### config.mk
export PLATFORM = sky130hd
export DESIGN_NAME = apb_uart_rx
export DESIGN_NICKNAME = d
export VERILOG_FILES = /design/src/verilog/uart_rx_pkg.sv /design/src/verilog/apb_slave.sv /design/src/verilog/apb_uart_rx.sv /design/src/verilog/rx_controller.sv /design/src/verilog/rx_sampler.sv
export SDC_FILE = /design/constraint.sdc
export NUM_CORES = 1
export LEC_CHECK = 0
export ABC_AREA = 1
export BUFFER_PORTS_ARGS = -buffer_cell sky130_fd_sc_hd__buf_2
export CAP_MARGIN = 15
export CORE_MARGIN = 8
export CORE_UTILIZATION = 45
export DETAILED_ROUTE_END_ITERATION = 6
export PLACE_DENSITY = 0.7
export SYNTH_ARGS = -nofsm -noshare
export SYNTH_HDL_FRONTEND = slang
export SYNTH_HIERARCHICAL = 1
export SYNTH_SLANG_ARGS = --single-unit
### constraint.sdc
create_clock -name clk -period 4.34 [get_ports clk]
set_input_delay 0.434 -clock clk [delete_from_list [all_inputs] [get_ports clk]]
set_output_delay 0.434 -clock clk [all_outputs]
set_load 0.005 [all_outputs]
### src/verilog/uart_rx_pkg.sv
package uart_rx_pkg;

    // Bus data and received words are one byte wide
    typedef logic [7:0]  byte_t;
    typedef logic [2:0]  apb_addr_t;
    typedef logic [13:0] bit_period_t; // Clock cycles per serial bit
    typedef logic [3:0]  data_size_t;

    // Status registers are read only
    localparam apb_addr_t ADDR_DATA_STATUS  = 3'd0;
    localparam apb_addr_t ADDR_ERROR_STATUS = 3'd1;

    // Configuration registers
    localparam apb_addr_t ADDR_BIT_PERIOD_LO = 3'd2;
    localparam apb_addr_t ADDR_BIT_PERIOD_HI = 3'd3;
    localparam apb_addr_t ADDR_DATA_SIZE     = 3'd4;

    localparam apb_addr_t ADDR_RX_DATA = 3'd6; // Reading it acknowledges the word

endpackage
### src/verilog/apb_slave.sv
`timescale 1ns/1ns

module apb_slave import uart_rx_pkg::*; (
    input  logic        clk,
    input  logic        n_rst,
    input  logic        psel,
    input  logic        penable,
    input  logic        pwrite,
    input  apb_addr_t   paddr,
    input  byte_t       pwdata,
    input  byte_t       rx_data,
    input  logic        data_ready,
    input  logic        overrun_error,
    input  logic        framing_error,
    output byte_t       prdata,
    output logic        pslverr,
    output logic        data_read,
    output bit_period_t bit_period,
    output data_size_t  data_size
);

    typedef enum logic [1:0] {
        idle,
        write,
        read,
        err_idle
    } apb_state_t;

    apb_state_t state, next_state;
    logic       ro_addr;
    logic       wr_access;

    // Status and receive data registers cannot be written
    assign ro_addr = (paddr == ADDR_DATA_STATUS) || (paddr == ADDR_ERROR_STATUS) ||
                     (paddr == ADDR_RX_DATA);

    assign wr_access = (state == write) && penable;

    always_ff @(posedge clk, negedge n_rst) begin
        if (!n_rst) begin
            state <= idle;
        end else begin
            state <= next_state;
        end
    end

    always_comb begin
        next_state = state;
        case (state)
            idle, err_idle: begin
                if (psel && pwrite) begin
                    next_state = write;
                end else if (psel) begin
                    next_state = read;
                end
            end
            write: begin
                if (ro_addr) begin
                    next_state = err_idle; // Error is reported after the access
                end else if (psel && pwrite) begin
                    next_state = write;
                end else begin
                    next_state = idle;
                end
            end
            read: begin
                if (psel && !pwrite) begin
                    next_state = read;
                end else begin
                    next_state = idle;
                end
            end
            default: next_state = idle;
        endcase
    end

    // Configuration registers take the write at the end of the access cycle
    always_ff @(posedge clk, negedge n_rst) begin
        if (!n_rst) begin
            bit_period <= '0;
            data_size  <= '0;
        end else if (wr_access) begin
            case (paddr)
                ADDR_BIT_PERIOD_LO: bit_period[7:0]  <= pwdata;
                ADDR_BIT_PERIOD_HI: bit_period[13:8] <= pwdata[5:0];
                ADDR_DATA_SIZE:     data_size        <= pwdata[3:0];
                default: ;
            endcase
        end
    end

    always_comb begin
        prdata    = '0;
        data_read = 1'b0;
        if (state == read && penable) begin
            case (paddr)
                ADDR_DATA_STATUS: prdata = {7'b0, data_ready};
                ADDR_ERROR_STATUS: begin
                    // Framing error wins when both flags are set
                    if (framing_error) begin
                        prdata = 8'd1;
                    end else if (overrun_error) begin
                        prdata = 8'd2;
                    end
                end
                ADDR_BIT_PERIOD_LO: prdata = bit_period[7:0];
                ADDR_BIT_PERIOD_HI: prdata = {2'b0, bit_period[13:8]};
                ADDR_DATA_SIZE:     prdata = {4'b0, data_size};
                ADDR_RX_DATA: begin
                    prdata    = rx_data;
                    data_read = 1'b1;
                end
                default: prdata = '0;
            endcase
        end
    end

    // Held until the master starts a new transfer
    assign pslverr = (state == err_idle);

endmodule

### src/verilog/apb_uart_rx.sv
`timescale 1ns/1ns

module apb_uart_rx import uart_rx_pkg::*; #(
    parameter int SYNC_STAGES = 2
) (
    input  logic      clk,
    input  logic      n_rst,
    input  logic      serial_in,
    input  logic      psel,
    input  logic      penable,
    input  logic      pwrite,
    input  apb_addr_t paddr,
    input  byte_t     pwdata,
    output byte_t     prdata,
    output logic      pslverr
);

    bit_period_t bit_period;
    data_size_t  data_size;
    byte_t       rx_data;
    logic        data_ready;
    logic        overrun_error;
    logic        framing_error;
    logic        data_read;
    logic        timer_en;
    logic        rx_bit;
    logic        start_edge;
    logic        sample_strobe;

    apb_slave u_apb_slave (
        .clk           (clk),
        .n_rst         (n_rst),
        .psel          (psel),
        .penable       (penable),
        .pwrite        (pwrite),
        .paddr         (paddr),
        .pwdata        (pwdata),
        .rx_data       (rx_data),
        .data_ready    (data_ready),
        .overrun_error (overrun_error),
        .framing_error (framing_error),
        .prdata        (prdata),
        .pslverr       (pslverr),
        .data_read     (data_read),
        .bit_period    (bit_period),
        .data_size     (data_size)
    );

    rx_sampler #(
        .SYNC_STAGES (SYNC_STAGES)
    ) u_rx_sampler (
        .clk           (clk),
        .n_rst         (n_rst),
        .serial_in     (serial_in),
        .timer_en      (timer_en),
        .bit_period    (bit_period),
        .rx_bit        (rx_bit),
        .start_edge    (start_edge),
        .sample_strobe (sample_strobe)
    );

    rx_controller u_rx_controller (
        .clk           (clk),
        .n_rst         (n_rst),
        .start_edge    (start_edge),
        .sample_strobe (sample_strobe),
        .rx_bit        (rx_bit),
        .data_size     (data_size),
        .data_read     (data_read),
        .timer_en      (timer_en),
        .rx_data       (rx_data),
        .data_ready    (data_ready),
        .overrun_error (overrun_error),
        .framing_error (framing_error)
    );

endmodule

### src/verilog/rx_controller.sv
`timescale 1ns/1ns

module rx_controller import uart_rx_pkg::*; (
    input  logic       clk,
    input  logic       n_rst,
    input  logic       start_edge,
    input  logic       sample_strobe,
    input  logic       rx_bit,
    input  data_size_t data_size,
    input  logic       data_read,
    output logic       timer_en,
    output byte_t      rx_data,
    output logic       data_ready,
    output logic       overrun_error,
    output logic       framing_error
);

    typedef enum logic [1:0] {
        idle,
        start_check,
        data_bits,
        stop_check
    } rx_state_t;

    rx_state_t  state, next_state;
    data_size_t eff_size;
    data_size_t bit_cnt;
    byte_t      shift_q;
    byte_t      word;
    logic       stop_hit;
    logic       load;
    logic       frame_bad;

    // Sizes outside 1 to 8 fall back to a full byte
    assign eff_size = (data_size == 4'd0 || data_size > 4'd8) ? 4'd8 : data_size;

    always_ff @(posedge clk, negedge n_rst) begin
        if (!n_rst) begin
            state <= idle;
        end else begin
            state <= next_state;
        end
    end

    always_comb begin
        next_state = state;
        case (state)
            idle: begin
                if (start_edge) begin
                    next_state = start_check;
                end
            end
            start_check: begin
                if (sample_strobe) begin
                    next_state = rx_bit ? idle : data_bits; // High here is a glitch
                end
            end
            data_bits: begin
                if (sample_strobe && bit_cnt == eff_size - 4'd1) begin
                    next_state = stop_check;
                end
            end
            stop_check: begin
                if (sample_strobe) begin
                    next_state = idle;
                end
            end
            default: next_state = idle;
        endcase
    end

    assign timer_en = (state != idle);

    always_ff @(posedge clk, negedge n_rst) begin
        if (!n_rst) begin
            bit_cnt <= '0;
        end else if (state != data_bits) begin
            bit_cnt <= '0;
        end else if (sample_strobe) begin
            bit_cnt <= bit_cnt + 4'd1;
        end
    end

    // Bits arrive LSB first and enter from the top
    always_ff @(posedge clk) begin
        if (state == data_bits && sample_strobe) begin
            shift_q <= {rx_bit, shift_q[7:1]};
        end
    end

    assign word = shift_q >> (4'd8 - eff_size);

    assign stop_hit  = (state == stop_check) && sample_strobe;
    assign load      = stop_hit && rx_bit;
    assign frame_bad = stop_hit && !rx_bit;

    always_ff @(posedge clk, negedge n_rst) begin
        if (!n_rst) begin
            rx_data <= '0;
        end else if (load) begin
            rx_data <= word;
        end
    end

    always_ff @(posedge clk, negedge n_rst) begin
        if (!n_rst) begin
            data_ready    <= 1'b0;
            overrun_error <= 1'b0;
            framing_error <= 1'b0;
        end else begin
            if (load) begin
                data_ready <= 1'b1;
            end else if (data_read) begin
                data_ready <= 1'b0;
            end
            if (load && data_ready) begin
                overrun_error <= 1'b1;
            end else if (data_read) begin
                overrun_error <= 1'b0;
            end
            if (frame_bad) begin
                framing_error <= 1'b1;
            end else if (data_read) begin
                framing_error <= 1'b0;
            end
        end
    end

endmodule

### src/verilog/rx_sampler.sv
`timescale 1ns/1ns

module rx_sampler import uart_rx_pkg::*; #(
    parameter int SYNC_STAGES = 2
) (
    input  logic        clk,
    input  logic        n_rst,
    input  logic        serial_in,
    input  logic        timer_en,
    input  bit_period_t bit_period,
    output logic        rx_bit,
    output logic        start_edge,
    output logic        sample_strobe
);

    logic [SYNC_STAGES-1:0] sync_q;
    logic                   rx_bit_prev;
    bit_period_t            count;
    bit_period_t            half_period;

    // The line idles high, so the chain resets high to avoid a false start
    always_ff @(posedge clk, negedge n_rst) begin
        if (!n_rst) begin
            sync_q <= '1;
        end else begin
            sync_q[0] <= serial_in;
            for (int i = 1; i < SYNC_STAGES; i++) begin
                sync_q[i] <= sync_q[i-1];
            end
        end
    end

    assign rx_bit = sync_q[SYNC_STAGES-1];

    always_ff @(posedge clk, negedge n_rst) begin
        if (!n_rst) begin
            rx_bit_prev <= 1'b1;
        end else begin
            rx_bit_prev <= rx_bit;
        end
    end

    // Edges inside a frame are data, not start bits
    assign start_edge = !timer_en && rx_bit_prev && !rx_bit;

    assign half_period = bit_period >> 1;

    always_ff @(posedge clk, negedge n_rst) begin
        if (!n_rst) begin
            count <= '0;
        end else if (!timer_en) begin
            count <= half_period; // First strobe lands mid start bit
        end else if (count <= 14'd1) begin
            count <= bit_period;
        end else begin
            count <= count - 14'd1;
        end
    end

    // A period below two still strobes every cycle instead of stalling
    assign sample_strobe = timer_en && (count <= 14'd1);

endmodule

-- Word-level counts from Yosys, hierarchy flattened
Index checks and enable logic that the tools add are counted.
- add/sub/neg operators: 4
- order comparisons: 2
- eq/ne operators: 18
- shift operators: 1
- mux-type cells: 27
- reductions and logical operators: 33
- operators by type and width (cell ; number):
    $pmux W8 S6 ; 1
    $mux W14 ; 2
    $mux W2 ; 10
    $mux W8 ; 2
    $le A14 B1 Y1 const B ; 1
    $sub A14 B1 Y14 const B ; 1
    $logic_and A1 B1 Y1 ; 13
    $mux W4 ; 3
    $reduce_bool A2 Y1 ; 5
    $eq A2 B2 Y1 const B ; 4
    $pmux W2 S4 ; 1
    $shr A8 B4 Y8 ; 1
    $mux W1 ; 7
    $eq A3 B2 Y1 const B ; 2
    $eq A3 B3 Y1 const B ; 2
    $ne A2 B1 Y1 const B ; 3
    $pmux W2 S3 ; 1
    $reduce_and A2 Y1 ; 3
    $add A4 B1 Y4 const B ; 1
    $eq A2 B1 Y1 const B ; 2
    $eq A4 B4 Y1 ; 1
    $gt A4 B4 Y1 const B ; 1
    $logic_not A2 Y1 ; 2
    $logic_not A4 Y1 ; 1
    other kinds (10) ; 15
- register bits after elaboration: 62
- input bits: 17
- output and inout port bits: 9
- logic and storage cells: 99

-- Depth between registers and ports, before layout
Gate-level depths: netlist of run 1.
- depth in word-level cells: 8
- gate-level depth with buffers: 12
- gate-level depth less buffers: 12

-- Cells and area by module
Netlist of run 1, hierarchy kept.
- by module, submodules not included (module ; instances ; cells each ; area an instance (um^2)):
    rx_controller ; 1 ; 144 ; 1249.9
    apb_slave ; 1 ; 163 ; 1231.2
    rx_sampler ; 1 ; 166 ; 1174.9

-- Worst setup path before layout of run 1
Ideal clock, no wire load.
- path kind: flip-flop to flip-flop
- from: reg u_rx_sampler.count[0]
- to: reg u_rx_controller.shift_q[0], enable pin
- setup time: 0.375 ns
- arrival time: 1.687 ns
- slack: 2.278 ns
- cell stages (with the launch flop): 9
- clock period less this slack: 2.062 ns
- cell sequence: dfrtp_1 inv_1 ha_1 nand3_2 nand2_4 nand2_4 nor2_8 inv_2 nor2_1
- cells in the longest elaborated chain, start to end: 3
- ends and longest elaborated chain (element ; RTL line ; text):
    start: declaration ; rx_sampler.sv:18 ; bit_period_t count;
    start signal: assignment ; rx_sampler.sv:52 ; count <= half_period;
    start signal: assignment ; rx_sampler.sv:54 ; count <= bit_period;
    start signal: assignment ; rx_sampler.sv:56 ; count <= count - 14'd1;
    $le A14 B1 Y1 ; rx_sampler.sv:61 ; assign sample_strobe = timer_en && (count <= 14'd1);
    $logic_and A1 B1 Y1 ; rx_sampler.sv:61 ;
    via sample_strobe ; apb_uart_rx.sv:28 ; logic sample_strobe;
    $logic_and A1 B1 Y1 ; rx_controller.sv:86 ; if (state == data_bits && sample_strobe) begin
    end signal: assignment ; rx_controller.sv:87 ; shift_q <= {rx_bit, shift_q[7:1]};
    end: declaration ; rx_controller.sv:28 ; byte_t shift_q;
The timed path passes the listed nets, and every way through them passes these cells.
A chain may end at the register's enable or synchronous reset.

-- Worst setup path after layout of run 1
- from: reg u_rx_controller.state[0]
- to: reg u_rx_controller.shift_q[0], enable pin
- cells in the longest elaborated chain, start to end: 3
- ends and longest elaborated chain (element ; RTL line ; text):
    start: declaration ; rx_controller.sv:25 ; rx_state_t state, next_state;
    start signal: assignment ; rx_controller.sv:39 ; state <= idle;
    start signal: assignment ; rx_controller.sv:41 ; state <= next_state;
    $reduce_bool A2 Y1 ; rx_controller.sv:72 ; assign timer_en = (state != idle);
    via timer_en ; apb_uart_rx.sv:25 ; logic timer_en;
    $logic_and A1 B1 Y1 ; rx_sampler.sv:61 ;
    via sample_strobe ; apb_uart_rx.sv:28 ;
    $logic_and A1 B1 Y1 ; rx_controller.sv:86 ;
The timed path passes the listed nets, and every way through them passes these cells.

==> flow_summary_export.csv, run 1 <==
group,metric,value,unit
clocking,hold_buffers,0,
detailed_routing,ant_nets,0,
detailed_routing,met1_length,3.75,mm
die,ioPinCount,26,
detailed_routing,vias,3132,
clocking,cts-resized-gates,0,
worst_hold_path,hold_end,"u_rx_sampler/sync_q[0]$_DFF_PN1_",
worst_setup_path,worst_r2r_path_depth,6,
worst_setup_path,required,4.32,ns
logic_synthesis,synth_fp_nets,497,
worst_setup_path,path_class,"flip-flop to flip-flop",
logic_synthesis,ys_seq_area_share,43.6,%
worst_setup_path,startpoint_type,"flip-flop",
worst_hold_path,worstHoldStart,"serial_in",
power_and_ir_drop,total_power,0.00265,W
clocking,htree_num_levels,3,
worst_hold_path,min_path_type,"input port to flip-flop",
clocking,clk_pin_slew,0.07,ns
die,die_h,106,um
global_routing,antenna_found_initial,0,
sta,skew,0.00691,ns
detailed_routing,drc,0,
power_and_ir_drop,p_leak,2.08,nW
logic_synthesis,yosys_warnings,6,
clocking,cts-root-buf,"clkbuf_8",
sta,post-route-min-period,2.52,ns
global_routing,first_global_vias,3084,
worst_hold_path,worstHoldPathCells,1,
flow_run,cap_violations,0,
placed_design,port_buffers,25,
worst_setup_path,rrSetupSlack,1.82,ns
clocking,cts_tree,"done",
detailed_routing,drt_iter0_markers,219,
outcome,status,"complete, no violations",
worst_setup_path,end_kind,"flip-flop",
die,start_util,45.4,%
logic_synthesis,synth_area,3660,sq um
clocking,cts_buffers,9,
logic_synthesis,syn_area_per_cell,7.73,sq um
final_layout,area_delta_synth_final,11.6,%
sta,tns,0,ns
sta,fmax,397,MHz
global_routing,grt_pass1_wl,14.6,mm
detailed_routing,routedWlPerCell,13.5,um
detailed_routing,first_pass_iters,5,
worst_setup_path,r2r_start,"u_rx_controller/state[0]$_DFFE_PN0P_",
global_routing,grtUsageTotal,15.8,%
logic_synthesis,synth_cells,473,
final_layout,fin_util,50.7,%
final_layout,drive_gt1_share,17.5,%
global_routing,grt_overflow,0,
global_routing,grt_max_degree,55,
detailed_routing,via_per_inst,5.11,
sta,hold_viol_final,0,
power_and_ir_drop,powerDensity,648,nW/um^2
final_layout,final_common_cell,"nand2_1",
logic_synthesis,ys_ff_latch,62,
sta,drv_slew,0,
die,rows,33,
power_and_ir_drop,ir_drop,0.252,mV
detailed_routing,wl_met3,414,um
die,core,8050,sq um
die,die_w,106,um
worst_setup_path,worst_r2r_endpoint,"u_rx_controller/shift_q[0]$_DFFE_PP_",
sta,maxSlewHeadroom,52.3,%
placed_design,globalplace.congestion,0.853,
detailed_routing,top_layer,"met4",
worst_setup_path,crit_arrival,2.49,ns
clocking,post_cts_buffers,0,
clocking,cts.sinks,62,
worst_setup_path,startpoint,"u_rx_controller/state[0]$_DFFE_PN0P_",
final_layout,mostFrequentLayoutCells,"nand2_1, dfrtp_1, inv_1, nor2_1, nand3_1",
clocking,clk_path_buf_depth,2,
final_layout,antenna_cells,0,
clocking,insertion_delay,0.34,ns
logic_synthesis,synth_cell_types,36,
sta,setup_violations,0,
die,dieArea,11300,sq um
sta,min_period_over_period,58.0,%
sta,worst_slew_pin_slew,0.713,ns
sta,rsz0062_at_grt,"false",
detailed_routing,wl_met2,3.93,mm
worst_setup_path,cp_max_fo,14,
placed_design,dp_hpwl,6.32,mm
final_layout,final_nets,527,
detailed_routing,drt_wl_total,8.25,mm
-- cell families after synthesis --
group / count (synthesis) / synth area share (%)
compound gates: 56 / 9.68
xor+xnor: 5 / 1.20
fa+ha+maj: 7 / 2.40
buf+inv: 64 / 7.36
flops: 62 / 43.6
simple gates: 279 / 35.7
-- worst max-delay path: stages, from the launching register on --
cell     delay [ns]
dfrtp_1        0.42
inv_1          0.11
nand2_1        0.32
inv_1          0.36
nor2_8         0.29
inv_2          0.09
nor2_1         0.57
-- layer usage --
layer,global-route usage [%],vias to the layer above
met1,19.5,1450
met3,4.30,14
met2,25.8,79
met5,0,-
met4,5.63,0
li1,-,1589
-- synthesized netlist by cell type --
cell type,count,area [sq um]
a21oi_1,10,50.1
a21oi_2,1,8.76
a22o_1,4,35.0
a22oi_1,2,15.0
and3_1,1,6.26
buf_4,1,7.51
buf_6,3,33.8
clkbuf_1,2,7.51
clkbuf_2,1,5.00
clkinv_2,1,5.00
dfrtp_1,51,1280
dfstp_2,3,78.8
edfxtp_1,8,240
ha_1,7,87.6
inv_1,50,188
inv_2,6,22.5
nand2_1,143,537
nand2_2,7,43.8
nand2_4,3,33.8
nand3_1,41,205
nand3_2,3,30.0
nand3b_1,7,52.6
nand4_1,9,56.3
nor2_1,50,188
nor2_2,1,6.26
nor2_4,6,67.6
nor2_8,2,40.0
nor3_1,3,15.0
nor4_2,1,12.5
o21ai_0,21,105
o21ai_1,2,10.0
o21ai_2,12,105
o22ai_1,4,25.0
or2_2,2,12.5
xnor2_1,2,17.5
xor2_1,3,26.3
-- through the flow --
stage	setup slack (ns)	instances	hold WS [ns]	instance area (sq um)
finish	1.82	613	0.191	4080
global route	1.58	613	0.176	4080
CTS	1.81	613	0.176	4080
detailed placement	1.80	597	0.347	3870
global placement	1.94	597	0.346	3870
floorplan	2.28	473	0.138	3660
-- registers in the layout, indices dropped and copies added, names as in the netlist, named ones only --
| register | cells |
|---|---|
| u_apb_slave/bit_period | 14 |
| u_rx_sampler/count | 14 |
| u_rx_controller/rx_data | 8 |
| u_rx_controller/shift_q | 8 |
| u_apb_slave/data_size | 4 |
| u_rx_controller/bit_cnt | 4 |
| u_apb_slave/state | 2 |
| u_rx_sampler/sync_q | 2 |
| u_rx_controller/data_ready | 1 |
| u_rx_controller/framing_error | 1 |
| u_rx_controller/overrun_error | 1 |
| u_rx_controller/state | 1 |
| u_rx_sampler/rx_bit_prev | 1 |
-- cell type report --
type,instances,area [sq um]
Clock buffer,10,128
Clock inverter,6,86.3
Fill cell,797,3970
Inverter,57,215
Multi-Input combinational cell,347,1790
Sequential cell,62,1600
Tap cell,105,131
Timing Repair Buffer,26,133
-- power breakdown --
group | internal (W) | switching, W
combinational | 0.000395 | 0.000691
sequential | 0.000790 | 0.000221
clock | 0.000322 | 0.000226
total | 0.00151 | 0.00114
-- how the worst max path moves through the flow --
stage               slack, ns                                   end
global placement         1.94  u_rx_controller/shift_q[3]$_DFFE_PP_
finish                   1.82  u_rx_controller/shift_q[0]$_DFFE_PP_
CTS                      1.81  u_rx_controller/shift_q[3]$_DFFE_PP_
detailed placement       1.80  u_rx_controller/shift_q[3]$_DFFE_PP_
floorplan                2.28  u_rx_controller/shift_q[0]$_DFFE_PP_
global route             1.58  u_rx_controller/shift_q[7]$_DFFE_PP_
No activity file was read; power rests on OpenSTA's default activity.
==> run 2: changes to the inputs <==
==> constraint.sdc (replaced) <==
create_clock -name clk -period 2.4 [get_ports clk]
set_input_delay 0.24 -clock clk [delete_from_list [all_inputs] [get_ports clk]]
set_output_delay 0.24 -clock clk [all_outputs]
set_load 0.005 [all_outputs]
==> run 2 against run 1 <==
Effect of this change: hold slack lost 0.044 ns; clock skew increased by 0.0040 ns; die area unchanged; sequential power rose by 82%; routed wire length grew 3.0%; count of clock-buffer cells in the layout up 2.
==> flow_summary_export.csv, run 2 (same netlist as run 1, synthesis figures left out) <==
group,metric,value,unit
placed_design,placedCellCount,602,
detailed_routing,top_layer,"met4",
clocking,clk_pin_slew,0.07,ns
power_and_ir_drop,p_int,0.00265,W
clocking,clk_path_buf_depth,2,
die,rows,33,
detailed_routing,wl_met2,3.89,mm
final_layout,finalNonFillerCells,620,
worst_setup_path,cp_max_fo,12,
sta,skew,0.0109,ns
clocking,cts-root-buf,"clkbuf_8",
worst_hold_path,min_path_type,"input port to flip-flop",
worst_setup_path,r2r_start,"u_rx_sampler/count[0]$_DFF_PN0_",
power_and_ir_drop,clockPowerShare,18.8,%
clocking,cts.sinks,62,
worst_setup_path,slowest_delay,0.42,ns
worst_setup_path,end_kind,"flip-flop",
global_routing,grt_pass1_wl,14.7,mm
die,dieArea,11300,sq um
worst_setup_path,cp.depth,11,
die,core,8050,sq um
detailed_routing,drc,0,
power_and_ir_drop,power_frac_seq,39.1,%
power_and_ir_drop,powerDensity,1150,nW/um^2
final_layout,reg_top3,"u_apb_slave/bit_period (14), u_rx_sampler/count (14)",
global_routing,grtUsageTotal,16.4,%
worst_setup_path,crit_slowest_cell,"dfrtp_1",
die,start_util,45.4,%
global_routing,grt_overflow,0,
die,ioPinCount,26,
clocking,cts-resized-gates,0,
power_and_ir_drop,combPwrFrac,42.1,%
final_layout,antenna_cells,0,
power_and_ir_drop,power_switching,0.00207,W
worst_setup_path,crit_family,"simple AND/OR/NAND/NOR gates",
clocking,insertion_delay,0.35,ns
worst_setup_path,crit_arrival,2.32,ns
sta,drv_slew,0,
global_routing,grt_max_degree,30,
final_layout,final_cell_area,4110,sq um
detailed_routing,wl_met3,401,um
outcome,status,"complete, no violations",
placed_design,place_area,3900,sq um
sta,setup_violations,0,
detailed_routing,first_pass_iters,6,
detailed_routing,drt_wl_total,8.50,mm
sta,min_period_over_period,86.8,%
sta,worst_slew_pin_slew,0.638,ns
sta,maxSlewHeadroom,57.5,%
worst_setup_path,rrSetupSlack,0.32,ns
detailed_routing,routedWlPerCell,13.7,um
global_routing,antenna_found_initial,0,
sta,post-route-min-period,2.08,ns
power_and_ir_drop,switching_share,43.8,%
sta,hold_viol_final,0,
placed_design,dp_hpwl,6.55,mm
clocking,cts_buffers,9,
worst_setup_path,endpoint,"u_rx_controller/rx_data[1]$_DFFE_PN0P_",
worst_setup_path,startpoint_type,"flip-flop",
worst_setup_path,required,2.63,ns
final_layout,area_delta_synth_final,12.3,%
detailed_routing,via_per_inst,5.02,
worst_hold_path,worstHoldPathCells,3,
die,die_h,106,um
power_and_ir_drop,ir_drop,0.444,mV
die,die_w,106,um
flow_run,cap_violations,0,
worst_hold_path,worstHoldStart,"pwdata[6]",
worst_setup_path,startpoint,"u_rx_sampler/count[0]$_DFF_PN0_",
worst_setup_path,path_class,"flip-flop to flip-flop",
worst_setup_path,worst_r2r_path_depth,11,
detailed_routing,met1_length,3.98,mm
placed_design,globalplace.congestion,0.884,
final_layout,final_nets,534,
detailed_routing,vias,3114,
final_layout,drive_gt1_share,17.9,%
detailed_routing,drt_iter0_markers,142,
sta,tns,0,ns
detailed_routing,ant_nets,0,
worst_setup_path,worstPathCellList,"inv_1 -> ha_1 -> nand3_2 -> nand2_4 -> nand2_4 -> nor2_8 -> nand3_2 -> nor2_4 -> inv_2 -> a22oi_1 -> o21ai_1",
worst_setup_path,path_buf_inv,2,
sta,rsz0062_at_grt,"false",
sta,fmax,480,MHz
clocking,cts_tree,"done",
clocking,htree_num_levels,3,
final_layout,mostFrequentLayoutCells,"nand2_1, dfrtp_1, inv_1, nor2_1, nand3_1",
global_routing,first_global_vias,3007,
clocking,post_cts_buffers,0,
placed_design,port_buffers,25,
power_and_ir_drop,p_leak,2.09,nW
final_layout,final_common_cell,"nand2_1",
worst_setup_path,worst_r2r_endpoint,"u_rx_controller/rx_data[1]$_DFFE_PN0P_",
run 2: stage by stage:
stage | worst slack (ns) | total power [W] | utilization [%] | hold WS (ns)
6_report | 0.317 | 0.00472 | 51.0 | 0.147
5_1_grt | 0.0956 | 0.00515 | 51.0 | 0.153
4_1_cts | 0.323 | 0.00473 | 51.0 | 0.139
3_5_place_dp | 0.339 | 0.00383 | 48.5 | 0.304
3_3_place_gp | 0.419 | 0.00378 | 48.5 | 0.295
2_1_floorplan | 0.338 | 0.00331 | - | -0.0556
run 2: final cells by class:
cell class / count / area [sq um]
well taps: 105 / 131
inverters: 57 / 215
multi-input cells: 347 / 1790
fillers: 776 / 3950
flip-flops and latches: 62 / 1600
repair buffers: 33 / 190
clock inverters: 4 / 47.5
clock buffers: 12 / 135
run 2: power by group through the flow:
stage	Combinational [W]	Sequential, W	Clock [W]
floorplan	0.00161	0.00170	0
global placement	0.00193	0.00185	0
detailed placement	0.00196	0.00187	0
CTS	0.00198	0.00185	0.000910
global route	0.00230	0.00190	0.000952
finish	0.00199	0.00184	0.000887
run 2: timing repair:
action                     in CTS  in global routing
setup endpoints to repair       0                  0
hold endpoints to repair       25                  0
hold buffers                    2                  0
run 2: worst min-delay path by stage:
stage                                                 end
floorplan           u_apb_slave/bit_period[0]$_DFFE_PN0P_
global placement         u_rx_sampler/count[13]$_DFF_PN0_
detailed placement       u_rx_sampler/count[13]$_DFF_PN0_
CTS                 u_apb_slave/bit_period[6]$_DFFE_PN0P_
global route        u_apb_slave/bit_period[6]$_DFFE_PN0P_
finish              u_apb_slave/bit_period[6]$_DFFE_PN0P_
run 2: worst register-to-register path: cells and delay by family, from the launching register on:
kind	cells	cell delay, ns
AND/OR/NAND/NOR	6	0.89
buffers and inverters	2	0.18
flip-flops	1	0.42
AO/OA/AOI/OAI	2	0.26
adder cells (fa/ha/maj)	1	0.22
run 2: per-layer routing:
layer / global-route usage [%] / vias to the layer above
met2: 24.9 / 72
met1: 21.2 / 1422
met4: 8.94 / 0
met3: 3.63 / 18
met5: 0 / -
li1: - / 1602
